<file path="config.mk">
export PLATFORM = sky130hd
export DESIGN_NAME = aluUnit
export DESIGN_NICKNAME = d
export VERILOG_FILES = /design/src/verilog/cpuPkg.sv /design/src/verilog/aluUnit.sv
export SDC_FILE = /design/constraint.sdc
export NUM_CORES = 1
export LEC_CHECK = 0
export ABC_CLOCK_PERIOD_IN_PS = 4800
export BUFFER_PORTS_ARGS = -buffer_cell sky130_fd_sc_hd__buf_2
export CORE_AREA = 2 2 147 149
export DETAILED_ROUTE_END_ITERATION = 7
export DIE_AREA = 0 0 149 151
export PLACE_DENSITY = 0.69
export SYNTH_ARGS = -nofsm -noshare
export SYNTH_HDL_FRONTEND = slang
export SYNTH_SLANG_ARGS = --single-unit
</file>
<file path="constraint.sdc">
create_clock -name vclk -period 4.8
set_input_delay 0.72 -clock vclk [all_inputs]
set_output_delay 0.72 -clock vclk [all_outputs]
set_load 0.05 [all_outputs]
</file>
<file path="src/verilog/cpuPkg.sv">
// Shared types for the execute / memory slice of the pipeline
// ALU operation, load and store encodings, exception flags
// and the packed structs passed between the stages

`default_nettype none

package cpuPkg;

    // ==================================================
    // Operation encodings
    // ==================================================

    typedef enum logic [3:0] {
        aluAdd  = 4'd0,
        aluAddu = 4'd1,
        aluSub  = 4'd2,
        aluSubu = 4'd3,
        aluAnd  = 4'd4,
        aluOr   = 4'd5,
        aluXor  = 4'd6,
        aluSlt  = 4'd7,
        aluSltu = 4'd8,
        aluSll  = 4'd9,
        aluSrl  = 4'd10,
        aluSra  = 4'd11,
        aluLui  = 4'd12
    } aluOpT;

    typedef enum logic [2:0] {
        loadNone = 3'd0,
        loadLb   = 3'd1,
        loadLbu  = 3'd2,
        loadLh   = 3'd3,
        loadLhu  = 3'd4,
        loadLw   = 3'd5
    } loadTypeT;

    typedef enum logic [1:0] {
        storeNone = 2'd0,
        storeSb   = 2'd1,
        storeSh   = 2'd2,
        storeSw   = 2'd3
    } storeTypeT;

    typedef struct packed {
        logic overflow;      // Signed add or sub overflowed
        logic addrErrLoad;   // Misaligned load address
        logic addrErrStore;  // Misaligned store address
    } exceptT;

    // ==================================================
    // Stage structs
    // ==================================================

    // Operation as issued by decode, operands already read
    typedef struct packed {
        logic [31:0] pc;
        logic [31:0] srcA;
        logic [31:0] srcB;
        logic [31:0] storeData;
        aluOpT       aluOp;
        loadTypeT    loadType;
        storeTypeT   storeType;
        logic [4:0]  dst;
        logic        regWrite;
    } exeInT;

    typedef struct packed {
        logic [31:0] pc;
        logic [31:0] aluOut;     // ALU result or effective address
        logic [31:0] storeData;
        loadTypeT    loadType;
        storeTypeT   storeType;
        logic [4:0]  dst;
        logic        regWrite;
        exceptT      except;
        logic        valid;
    } exeMemT;

    typedef struct packed {
        logic [31:0] pc;
        logic [31:0] result;
        logic [4:0]  dst;
        logic        regWrite;
        exceptT      except;
    } memWbT;

endpackage

`default_nettype wire

</file>
<file path="src/verilog/aluUnit.sv">
// Execute stage ALU
// Arithmetic, logic, shift and address computation with signed overflow

`timescale 1ns/1ps
`default_nettype none

module aluUnit (
    input  cpuPkg::exeInT  issue,
    input  logic           issueValid,
    output cpuPkg::exeMemT exeResult
);

    logic [31:0] sum;
    logic [31:0] diff;
    logic [4:0]  shamt;
    logic [31:0] result;
    logic        overflow;

    assign sum   = issue.srcA + issue.srcB;
    assign diff  = issue.srcA - issue.srcB;
    assign shamt = issue.srcB[4:0];

    always_comb begin
        result   = 32'b0;
        overflow = 1'b0;
        unique case (issue.aluOp)
            cpuPkg::aluAdd: begin
                result   = sum;
                overflow = (issue.srcA[31] == issue.srcB[31]) && (sum[31] != issue.srcA[31]);
            end
            cpuPkg::aluAddu: result = sum;  // Also used for load and store addresses
            cpuPkg::aluSub: begin
                result   = diff;
                overflow = (issue.srcA[31] != issue.srcB[31]) && (diff[31] != issue.srcA[31]);
            end
            cpuPkg::aluSubu: result = diff;
            cpuPkg::aluAnd:  result = issue.srcA & issue.srcB;
            cpuPkg::aluOr:   result = issue.srcA | issue.srcB;
            cpuPkg::aluXor:  result = issue.srcA ^ issue.srcB;
            cpuPkg::aluSlt:  result = {31'b0, $signed(issue.srcA) < $signed(issue.srcB)};
            cpuPkg::aluSltu: result = {31'b0, issue.srcA < issue.srcB};
            cpuPkg::aluSll:  result = issue.srcA << shamt;
            cpuPkg::aluSrl:  result = issue.srcA >> shamt;
            cpuPkg::aluSra:  result = $signed(issue.srcA) >>> shamt;
            cpuPkg::aluLui:  result = {issue.srcB[15:0], 16'b0};
            default:         result = 32'b0;
        endcase
    end

    always_comb begin
        exeResult                     = '0;
        exeResult.pc                  = issue.pc;
        exeResult.aluOut              = result;
        exeResult.storeData           = issue.storeData;
        exeResult.loadType            = issue.loadType;
        exeResult.storeType           = issue.storeType;
        exeResult.dst                 = issue.dst;
        exeResult.regWrite            = issue.regWrite && !overflow;  // No write-back on overflow
        exeResult.except.overflow     = overflow;
        exeResult.except.addrErrLoad  = 1'b0;
        exeResult.except.addrErrStore = 1'b0;
        exeResult.valid               = issueValid;
    end

endmodule

`default_nettype wire

</file>
==> out/qor.log <==
INFO  timing         finalHoldViolations=0
INFO  final_layout   final-instance-count-excl-fill=1605
INFO  placed_design  finalWeightedCongestion=1.02
INFO  timing         period_share=97.2%
INFO  die            start_util=44.5%
INFO  die            floorplan.die.width=149um
INFO  logic_synthesis synth.avg_cell_area=6.94um2
INFO  route          wl_per_cell=25.7um
INFO  final_layout   final_layout_size_suffix_gt1_share=19.5%
INFO  route          remaining_drc_errors=0
INFO  run            cap_violations=0
INFO  status         status=complete, no violations
INFO  timing         final.setup.worst_slack=0.133ns
INFO  die            ios=255
INFO  setup_path     ordered_cell_list_for_the_critical_path=buf_2, ha_1, inv_1, fa_1, nand2b_1, a21oi_1, o211ai_1, a21oi_2, o41ai_4, nor4_1, nor2_1, or4_1, nand3_1, buf_2
INFO  route          drt-initial-drc-count=1474
INFO  setup_path     start_kind=input pin
INFO  setup_path     worstSetupEndpointType=output pin
INFO  route          routed_wirelength=41.2mm
INFO  logic_synthesis synth.yosys.seq_area_share=0%
INFO  global_routing track_usage=35.5%
INFO  route          dr_total_vias=10901
INFO  setup_path     cell_class_contributing_the_biggest_share_of_worst_path_delay=simple AND/OR/NAND/NOR gates
INFO  final_layout   layout.cells.most_common=nor2_1
INFO  global_routing grt_antenna_before_repair=2
INFO  logic_synthesis netlist_area=9260um2
INFO  final_layout   nets=1573
INFO  timing         slew_headroom=50.7%
INFO  timing         post_layout_min_period=4.67ns
INFO  timing         max_freq=214MHz
INFO  logic_synthesis synth.yosys.warnings=0
INFO  timing         finalMaxSlewViolations=0
INFO  route          drtAntennaViolNets=0
INFO  placed_design  place_hpwl=32.7mm
INFO  route          drt_pre_antenna_iters=6
INFO  setup_path     critical_path_buf_inv_count=3
INFO  timing         fin_tns_setup=0ns
INFO  final_layout   flops_and_latches=0
INFO  die            core_area=20800um2
INFO  clock_network  post_cts.repair.setup_buffers=0
INFO  logic_synthesis post_synth_num_cell_types=80
INFO  timing         setup_viol_count_final=0
INFO  placed_design  portBuffers=103
INFO  setup_path     timing.setup.critical_path_class=in -> out
INFO  setup_path     critical_path.max_fanout=5
INFO  timing         timing_worst_slew_pin_value=0.740ns
INFO  placed_design  numPlacedInstances=1603
INFO  placed_design  post-place-ws=0.122ns
INFO  setup_path     cp.arrival=3.95ns
INFO  die            dieArea=22500um2
INFO  die            cell_rows=53
INFO  route          viasPerCell=6.79
INFO  die            die_height=151um
INFO  global_routing maximum_number_of_pins_on_one_net_before_global_route_repair=74
INFO  global_routing number_of_global_route_vias_before_repair=9865
INFO  final_layout   filler_cells_inserted=2176
INFO  final_layout   regArea=0um2
INFO  final_layout   clock_buffers=0
INFO  setup_path     slowest_stage=or4_1
INFO  final_layout   layout_common_cells=nor2_1 (163), a21oi_1 (122), nand2_1 (107)
INFO  min_path       timing.hold.worst.class=in -> out
INFO  global_routing grt_pass1_wl=61.1mm
INFO  setup_path     cp.required=4.08ns
INFO  setup_path     critical-path-max-stage-delay=0.48ns
INFO  global_routing globalRoute.totalOverflow=0
INFO  logic_synthesis synthesis.instances=1335
INFO  final_layout   area_growth=4.31%
INFO  setup_path     worst_path_most_repeated_cell=buf_2
kinds of logic (layout without fill, tap and decap cells):
family                     Yosys count  in the layout  synth area share (%)
adders and majority gates           99             99                  13.5
buffers and inverters              276            268                  15.5
muxes                               88             88                  18.0
xor gates and xnor gates            26             26                  2.46
AOI/OAI and AO/OA                  441            441                  31.0
and+or+nand+nor                    404            404                  19.5
other                                1              4                0.0405
Yosys cell counts (10+ instances only):
master	instances	area (um2)
a211oi_1	22	165
a21oi_1	123	616
a22oi_1	22	165
a31oi_1	10	62.6
buf_2	31	155
buf_4	84	631
clkbuf_1	50	188
ha_1	97	1210
inv_1	92	345
mux2i_1	27	270
mux4_1	14	368
mux4_2	44	991
nand2_1	107	402
nand2b_1	11	68.8
nand3_1	30	150
nor2_1	163	612
nor2b_1	12	75.1
nor3_1	30	150
o211ai_1	16	120
o21ai_0	86	430
o21ai_1	27	135
o21bai_1	12	90.1
o221ai_1	14	123
o22ai_1	11	68.8
xnor2_1	24	210
area by class of cell:
class | instances | area (um2) | area share, %
Multi-Input combinational cell | 1060 | 7900 | 81.8
Timing Repair Buffer | 170 | 1050 | 10.8
Antenna cell | 2 | 5.00 | 0.0518
Inverter | 98 | 368 | 3.81
Tap cell | 275 | 344 | 3.56
stage by stage:
stage	cell area (um2)	util (%)	hold slack [ns]
after floorplan	9290	-	1.61
after global placement	9620	46.2	1.44
after detailed placement	9620	46.2	1.44
after CTS	9620	46.2	1.44
after global routing	9660	46.4	1.44
final	9660	46.4	1.44
timing repair:
item	in CTS	in global routing
endpoints found under the setup margin	0	8
hold buffers	0	0
resized for setup	0	7
layer usage:
layer | global-route usage [%] | vias up | routed length, um
li1 | - | 4806 | -
met3 | 4.46 | 163 | 4460
met1 | 48.0 | 5158 | 16300
met5 | 0 | - | 16
met4 | 15.0 | 2 | 2370
met2 | 57.3 | 772 | 18100
path summary, 6_finish.rpt:
| path | slack, ns | cells past startpoint | start | end |
|---|---|---|---|---|
| worst max-delay path | 0.13 | 14 | issue[79] | exeResult[75] |
| worst min-delay path | 1.44 | 0 | issue[33] | exeResult[33] |
