`src/verilog/cpuPkg.sv`:
```
// Shared types for the execute / memory slice of the pipeline
// ALU operation, load and store encodings, exception flags
// and the packed structs passed between the stages

`default_nettype none

package cpuPkg;

    // ==================================================
    // Operation encodings
    // ==================================================

    typedef enum logic [3:0] {
        aluAdd  = 4'd0,
        aluAddu = 4'd1,
        aluSub  = 4'd2,
        aluSubu = 4'd3,
        aluAnd  = 4'd4,
        aluOr   = 4'd5,
        aluXor  = 4'd6,
        aluSlt  = 4'd7,
        aluSltu = 4'd8,
        aluSll  = 4'd9,
        aluSrl  = 4'd10,
        aluSra  = 4'd11,
        aluLui  = 4'd12
    } aluOpT;

    typedef enum logic [2:0] {
        loadNone = 3'd0,
        loadLb   = 3'd1,
        loadLbu  = 3'd2,
        loadLh   = 3'd3,
        loadLhu  = 3'd4,
        loadLw   = 3'd5
    } loadTypeT;

    typedef enum logic [1:0] {
        storeNone = 2'd0,
        storeSb   = 2'd1,
        storeSh   = 2'd2,
        storeSw   = 2'd3
    } storeTypeT;

    typedef struct packed {
        logic overflow;      // Signed add or sub overflowed
        logic addrErrLoad;   // Misaligned load address
        logic addrErrStore;  // Misaligned store address
    } exceptT;

    // ==================================================
    // Stage structs
    // ==================================================

    // Operation as issued by decode, operands already read
    typedef struct packed {
        logic [31:0] pc;
        logic [31:0] srcA;
        logic [31:0] srcB;
        logic [31:0] storeData;
        aluOpT       aluOp;
        loadTypeT    loadType;
        storeTypeT   storeType;
        logic [4:0]  dst;
        logic        regWrite;
    } exeInT;

    typedef struct packed {
        logic [31:0] pc;
        logic [31:0] aluOut;     // ALU result or effective address
        logic [31:0] storeData;
        loadTypeT    loadType;
        storeTypeT   storeType;
        logic [4:0]  dst;
        logic        regWrite;
        exceptT      except;
        logic        valid;
    } exeMemT;

    typedef struct packed {
        logic [31:0] pc;
        logic [31:0] result;
        logic [4:0]  dst;
        logic        regWrite;
        exceptT      except;
    } memWbT;

endpackage

`default_nettype wire

```
`src/verilog/exeMemReg.sv`:
```
// EXE/MEM pipeline register
// One packed stage register with write enable and synchronous flush

`timescale 1ns/1ps
`default_nettype none

module exeMemReg (
    input  logic           clk,
    input  logic           rstN,
    input  logic           memWr,
    input  logic           memFlush,
    input  cpuPkg::exeMemT exeResult,
    output cpuPkg::exeMemT memStage
);

    // Flush takes priority over a write on the same edge
    always_ff @(posedge clk) begin
        if (!rstN || memFlush) begin
            memStage <= '0;
        end else if (memWr) begin
            memStage <= exeResult;
        end
    end

endmodule

`default_nettype wire

```
`config.mk`:
```
export PLATFORM = sky130hd
export DESIGN_NAME = exeMemReg
export DESIGN_NICKNAME = d
export VERILOG_FILES = /design/src/verilog/cpuPkg.sv /design/src/verilog/exeMemReg.sv
export SDC_FILE = /design/constraint.sdc
export NUM_CORES = 1
export LEC_CHECK = 0
export BUFFER_PORTS_ARGS = -buffer_cell sky130_fd_sc_hd__clkbuf_2
export CAP_MARGIN = 20
export CORE_ASPECT_RATIO = 1.75
export CORE_MARGIN = 5
export CORE_UTILIZATION = 35
export CTS_CLUSTER_DIAMETER = 60
export CTS_CLUSTER_SIZE = 16
export DETAILED_ROUTE_END_ITERATION = 16
export PLACE_DENSITY = 0.66
export REMOVE_ABC_BUFFERS = 1
export SETUP_SLACK_MARGIN = 0.1
export SYNTH_ARGS = -nofsm -noshare
export SYNTH_HDL_FRONTEND = slang
export SYNTH_SLANG_ARGS = --single-unit
```
`constraint.sdc`:
```
create_clock -name clk -period 1.6 [get_ports clk]
set_input_delay 0.32 -clock clk [delete_from_list [all_inputs] [get_ports clk]]
set_output_delay 0.32 -clock clk [all_outputs]
set_load 0.01 [all_outputs]
```
==> metrics.txt <==
# TYPE chip_impl_metric gauge
chip_impl_metric{name="ant_nets",unit=""} 0
chip_impl_metric{name="synthMuxAreaShare",unit="%"} 27.5
chip_impl_metric{name="initial_utilization",unit="%"} 35.2
chip_impl_metric{name="synth.yosys.seq_area_share",unit="%"} 55.1
chip_impl_metric{name="synth_area_in_adders",unit="%"} 0
chip_impl_metric{name="fp.dieH",unit="µm"} 152
chip_impl_metric{name="clock_latency",unit="ps"} 330
chip_impl_info{name="synth_common_cells",value="sky130_fd_sc_hd__dfxtp_1 (111), sky130_fd_sc_hd__mux2i_1 (111), sky130_fd_sc_hd__nor2_1 (111)"} 1
chip_impl_metric{name="netlist.area_leader.share",unit="%"} 55.1
chip_impl_metric{name="numPortBuffers",unit=""} 225
chip_impl_info{name="worstSetupStartpointType",value="flop"} 1
chip_impl_info{name="synth_top_family_by_area",value="multiplexers"} 1
chip_impl_info{name="synth-main-ff-cell",value="sky130_fd_sc_hd__dfxtp_1"} 1
chip_impl_metric{name="synthSimpleGateAreaFrac",unit="%"} 10.5
chip_impl_metric{name="post_cts.repair.setup_buffers",unit=""} 0
chip_impl_info{name="cts-root-buf",value="sky130_fd_sc_hd__clkbuf_16"} 1
chip_impl_metric{name="number_of_failing_hold_endpoints_at_the_final_stage",unit=""} 0
chip_impl_metric{name="detailed_place.area",unit="µm²"} 5200
chip_impl_info{name="end_kind",value="output pin"} 1
chip_impl_metric{name="setup.reg_to_reg.worst_slack",unit="ps"} 960
chip_impl_metric{name="vias",unit=""} 3200
chip_impl_metric{name="path_clk_slew",unit="ps"} 70
chip_impl_metric{name="synth_compound_area_share",unit="%"} 0
chip_impl_info{name="hold_path.class",value="in2reg"} 1
chip_impl_metric{name="seq_power_share",unit="%"} 52.0
chip_impl_metric{name="clock-sinks",unit=""} 111
chip_impl_metric{name="grt-ovfl-total",unit=""} 0
chip_impl_info{name="rsz0062_at_grt",value="no"} 1
chip_impl_metric{name="crit_path_max_incr_delay",unit="ps"} 360
chip_impl_info{name="registers.top_by_ff_count",value="memStage"} 1
chip_impl_info{name="critPathKind",value="reg2out"} 1
chip_impl_metric{name="power_leakage",unit="nW"} 2.89
chip_impl_metric{name="combinationalPowerShare",unit="%"} 11.4
chip_impl_metric{name="antenna_violations_before_repair",unit=""} 0
chip_impl_metric{name="timing.critical_path.arrival",unit="ps"} 850
chip_impl_metric{name="num_antenna_cells",unit=""} 0
chip_impl_metric{name="synthesis.instances",unit=""} 359
chip_impl_metric{name="yosys.area_share.xor_xnor",unit="%"} 0
chip_impl_info{name="timing.critical_path.cells",value="clkbuf_2"} 1
chip_impl_metric{name="power.ir.vdd_worst",unit="mV"} 0.568
chip_impl_metric{name="netlist_area",unit="µm²"} 4040
chip_impl_metric{name="path_max_fanout",unit=""} 2
chip_impl_info{name="run_status",value="complete, no violations"} 1
chip_impl_metric{name="critPathRequiredTime",unit="ps"} 1280
chip_impl_metric{name="hold_ws",unit="ps"} 213
chip_impl_metric{name="number_of_enable_type_register_cells_in_the_synthesized_netlist",unit=""} 0
chip_impl_metric{name="netSwitchingPower",unit="mW"} 1.31
chip_impl_metric{name="ios",unit=""} 226
chip_impl_info{name="timing.hold.worst.start",value="exeResult[95]"} 1
chip_impl_info{name="post-synth-top-area-cell",value="sky130_fd_sc_hd__dfxtp_1"} 1
chip_impl_metric{name="design.die.area",unit="µm²"} 13900
chip_impl_info{name="critical_path.startpoint",value="memStage[35]"} 1
chip_impl_metric{name="rows",unit=""} 52
chip_impl_metric{name="design.final.nets",unit=""} 698
chip_impl_info{name="crit_slowest_cell",value="sky130_fd_sc_hd__dfxtp_1"} 1
chip_impl_info{name="top_regs",value="memStage x111"} 1
chip_impl_info{name="rr_startpoint",value="memStage[54]"} 1
chip_impl_metric{name="flow.area_growth_from_synthesis",unit="%"} 35.7
chip_impl_metric{name="avgViaCountPerCell",unit=""} 4.43
chip_impl_metric{name="grt_start_max_net_pins",unit=""} 65
chip_impl_metric{name="cts_resized",unit=""} 0
chip_impl_metric{name="crit_buf_inv",unit=""} 1
chip_impl_metric{name="setup_viol",unit=""} 0
chip_impl_metric{name="drtIter0Drc",unit=""} 107
chip_impl_metric{name="number_of_global_route_vias_before_repair",unit=""} 3355
chip_impl_metric{name="drc_errors",unit=""} 0
chip_impl_metric{name="die_w",unit="µm"} 91.2
chip_impl_metric{name="power_per_cell_area",unit="nW/µm²"} 1020
chip_impl_metric{name="cts_hold_buffers",unit=""} 0
chip_impl_metric{name="finalCritPeriodShare",unit="%"} 73.3
chip_impl_info{name="synth_area_leaders",value="sky130_fd_sc_hd__dfxtp_1 (55%), sky130_fd_sc_hd__mux2i_1 (28%), sky130_fd_sc_hd__nor2_1 (10%)"} 1
chip_impl_metric{name="async_reset_ff_share",unit="%"} 0
chip_impl_metric{name="yosys_warnings",unit=""} 0
chip_impl_metric{name="synth.ff_latch_count",unit=""} 111
chip_impl_metric{name="detail_route.wirelength",unit="µm"} 10700
chip_impl_metric{name="finClkSkew",unit="ps"} 0
chip_impl_metric{name="grt_first_pass_wirelength",unit="µm"} 17000
chip_impl_metric{name="post_synth_num_cell_types",unit=""} 8
chip_impl_metric{name="p_sw_share",unit="%"} 23.4
chip_impl_metric{name="core_area",unit="µm²"} 11500
chip_impl_metric{name="h-tree-depth",unit=""} 3
chip_impl_metric{name="post_synth.cell_area_avg",unit="µm²"} 11.2
chip_impl_metric{name="highest_achievable_clock_rate",unit="GHz"} 0.853
chip_impl_info{name="delay_heaviest_family_cp",value="flip-flops"} 1
chip_impl_metric{name="clock_power_share",unit="%"} 36.6
chip_impl_metric{name="tritoncts.num_buffers",unit=""} 9
chip_impl_metric{name="grt_usage",unit="%"} 15.1
chip_impl_metric{name="final.min_clock_period",unit="ps"} 1170
chip_impl_metric{name="worstMarginPinSlew",unit="ps"} 367
chip_impl_metric{name="largest_reg_flops",unit=""} 111
chip_impl_metric{name="slew_headroom",unit="%"} 75.5
chip_impl_metric{name="ctsLongestPathBuffers",unit=""} 2
chip_impl_metric{name="internal_power",unit="mW"} 4.28
chip_impl_info{name="tritoncts",value="done"} 1
chip_impl_metric{name="wl_per_cell",unit="µm"} 14.8
chip_impl_metric{name="proportion_of_layout_cells_with_a_drive_suffix_above_1",unit="%"} 43.1
chip_impl_metric{name="stdcell_area",unit="µm²"} 5480
chip_impl_metric{name="place.detailed.hpwl",unit="µm"} 8610
chip_impl_metric{name="drv.max_cap_violation_count",unit=""} 0
chip_impl_metric{name="slew_viol_final",unit=""} 0
chip_impl_metric{name="finalWeightedCongestion",unit=""} 0.818
chip_impl_metric{name="drt_pre_antenna_iters",unit=""} 4
cell type report:
| cell class | instances | area [µm²] |
|---|---|---|
| clock buffer | 11 | 243 |
| fill | 1114 | 5980 |
| clock inverter | 4 | 32.5 |
| timing repair buffer | 238 | 1270 |
| multi-input combinational | 223 | 1540 |
| sequential | 111 | 2220 |
| tap | 135 | 169 |
path summary, 6_finish.rpt:
kind / to / cells after the start
max: memStage[35] / 1
min: memStage[95] / 3
max reg2reg: memStage[54] / 2
min reg2reg: memStage[95] / 2
cells in the final DEF, fill, tap and decap left out:
cell	count
sky130_fd_sc_hd__clkbuf_1	1
sky130_fd_sc_hd__clkinvlp_4	2
sky130_fd_sc_hd__nor2_1	111
sky130_fd_sc_hd__nand2b_4	1
sky130_fd_sc_hd__clkbuf_2	224
sky130_fd_sc_hd__buf_12	3
sky130_fd_sc_hd__clkbuf_16	9
sky130_fd_sc_hd__dfxtp_1	111
sky130_fd_sc_hd__clkinv_4	2
sky130_fd_sc_hd__buf_4	10
sky130_fd_sc_hd__buf_6	1
sky130_fd_sc_hd__mux2i_1	111
sky130_fd_sc_hd__clkbuf_8	1
power groups by stage:
stage	clock, mW	sequential [mW]	combinational, mW
2_1_floorplan	0	3.00	0.226
3_3_place_gp	0	2.96	0.633
3_5_place_dp	0	2.97	0.648
4_1_cts	2.13	2.90	0.650
5_1_grt	2.24	2.91	0.698
6_report	2.05	2.90	0.638
cell families (layout without fill, tap and decap cells):
group                  after synthesis  after routing
buffers and inverters               25            253
and+or+nand+nor                    112            112
muxes                              111            111
DFF                                111            111
stage by stage:
step	setup WS (ps)	util [%]	TNS [ps]	power [mW]	std cells
3_3_place_gp	308	45.4	0	3.59	707
6_report	428	47.8	0	5.59	722
4_1_cts	401	47.8	0	5.68	722
3_5_place_dp	269	45.4	0	3.61	707
2_1_floorplan	-993	-	-110260	3.23	334
5_1_grt	383	47.8	0	5.85	722
per-layer routing:
layer / track usage [%] / part of all wire (%) / wire (µm) / up-vias
met4: 5.38 / 1.8 / 195 / 0
met5: 0 / 0 / 0 / -
met1: 14.8 / 34 / 3640 / 1467
met3: 4.26 / 6.8 / 729 / 11
met2: 29.3 / 57 / 6130 / 103
li1: - / - / - / 1619
No activity file was read; power rests on OpenSTA's default activity.
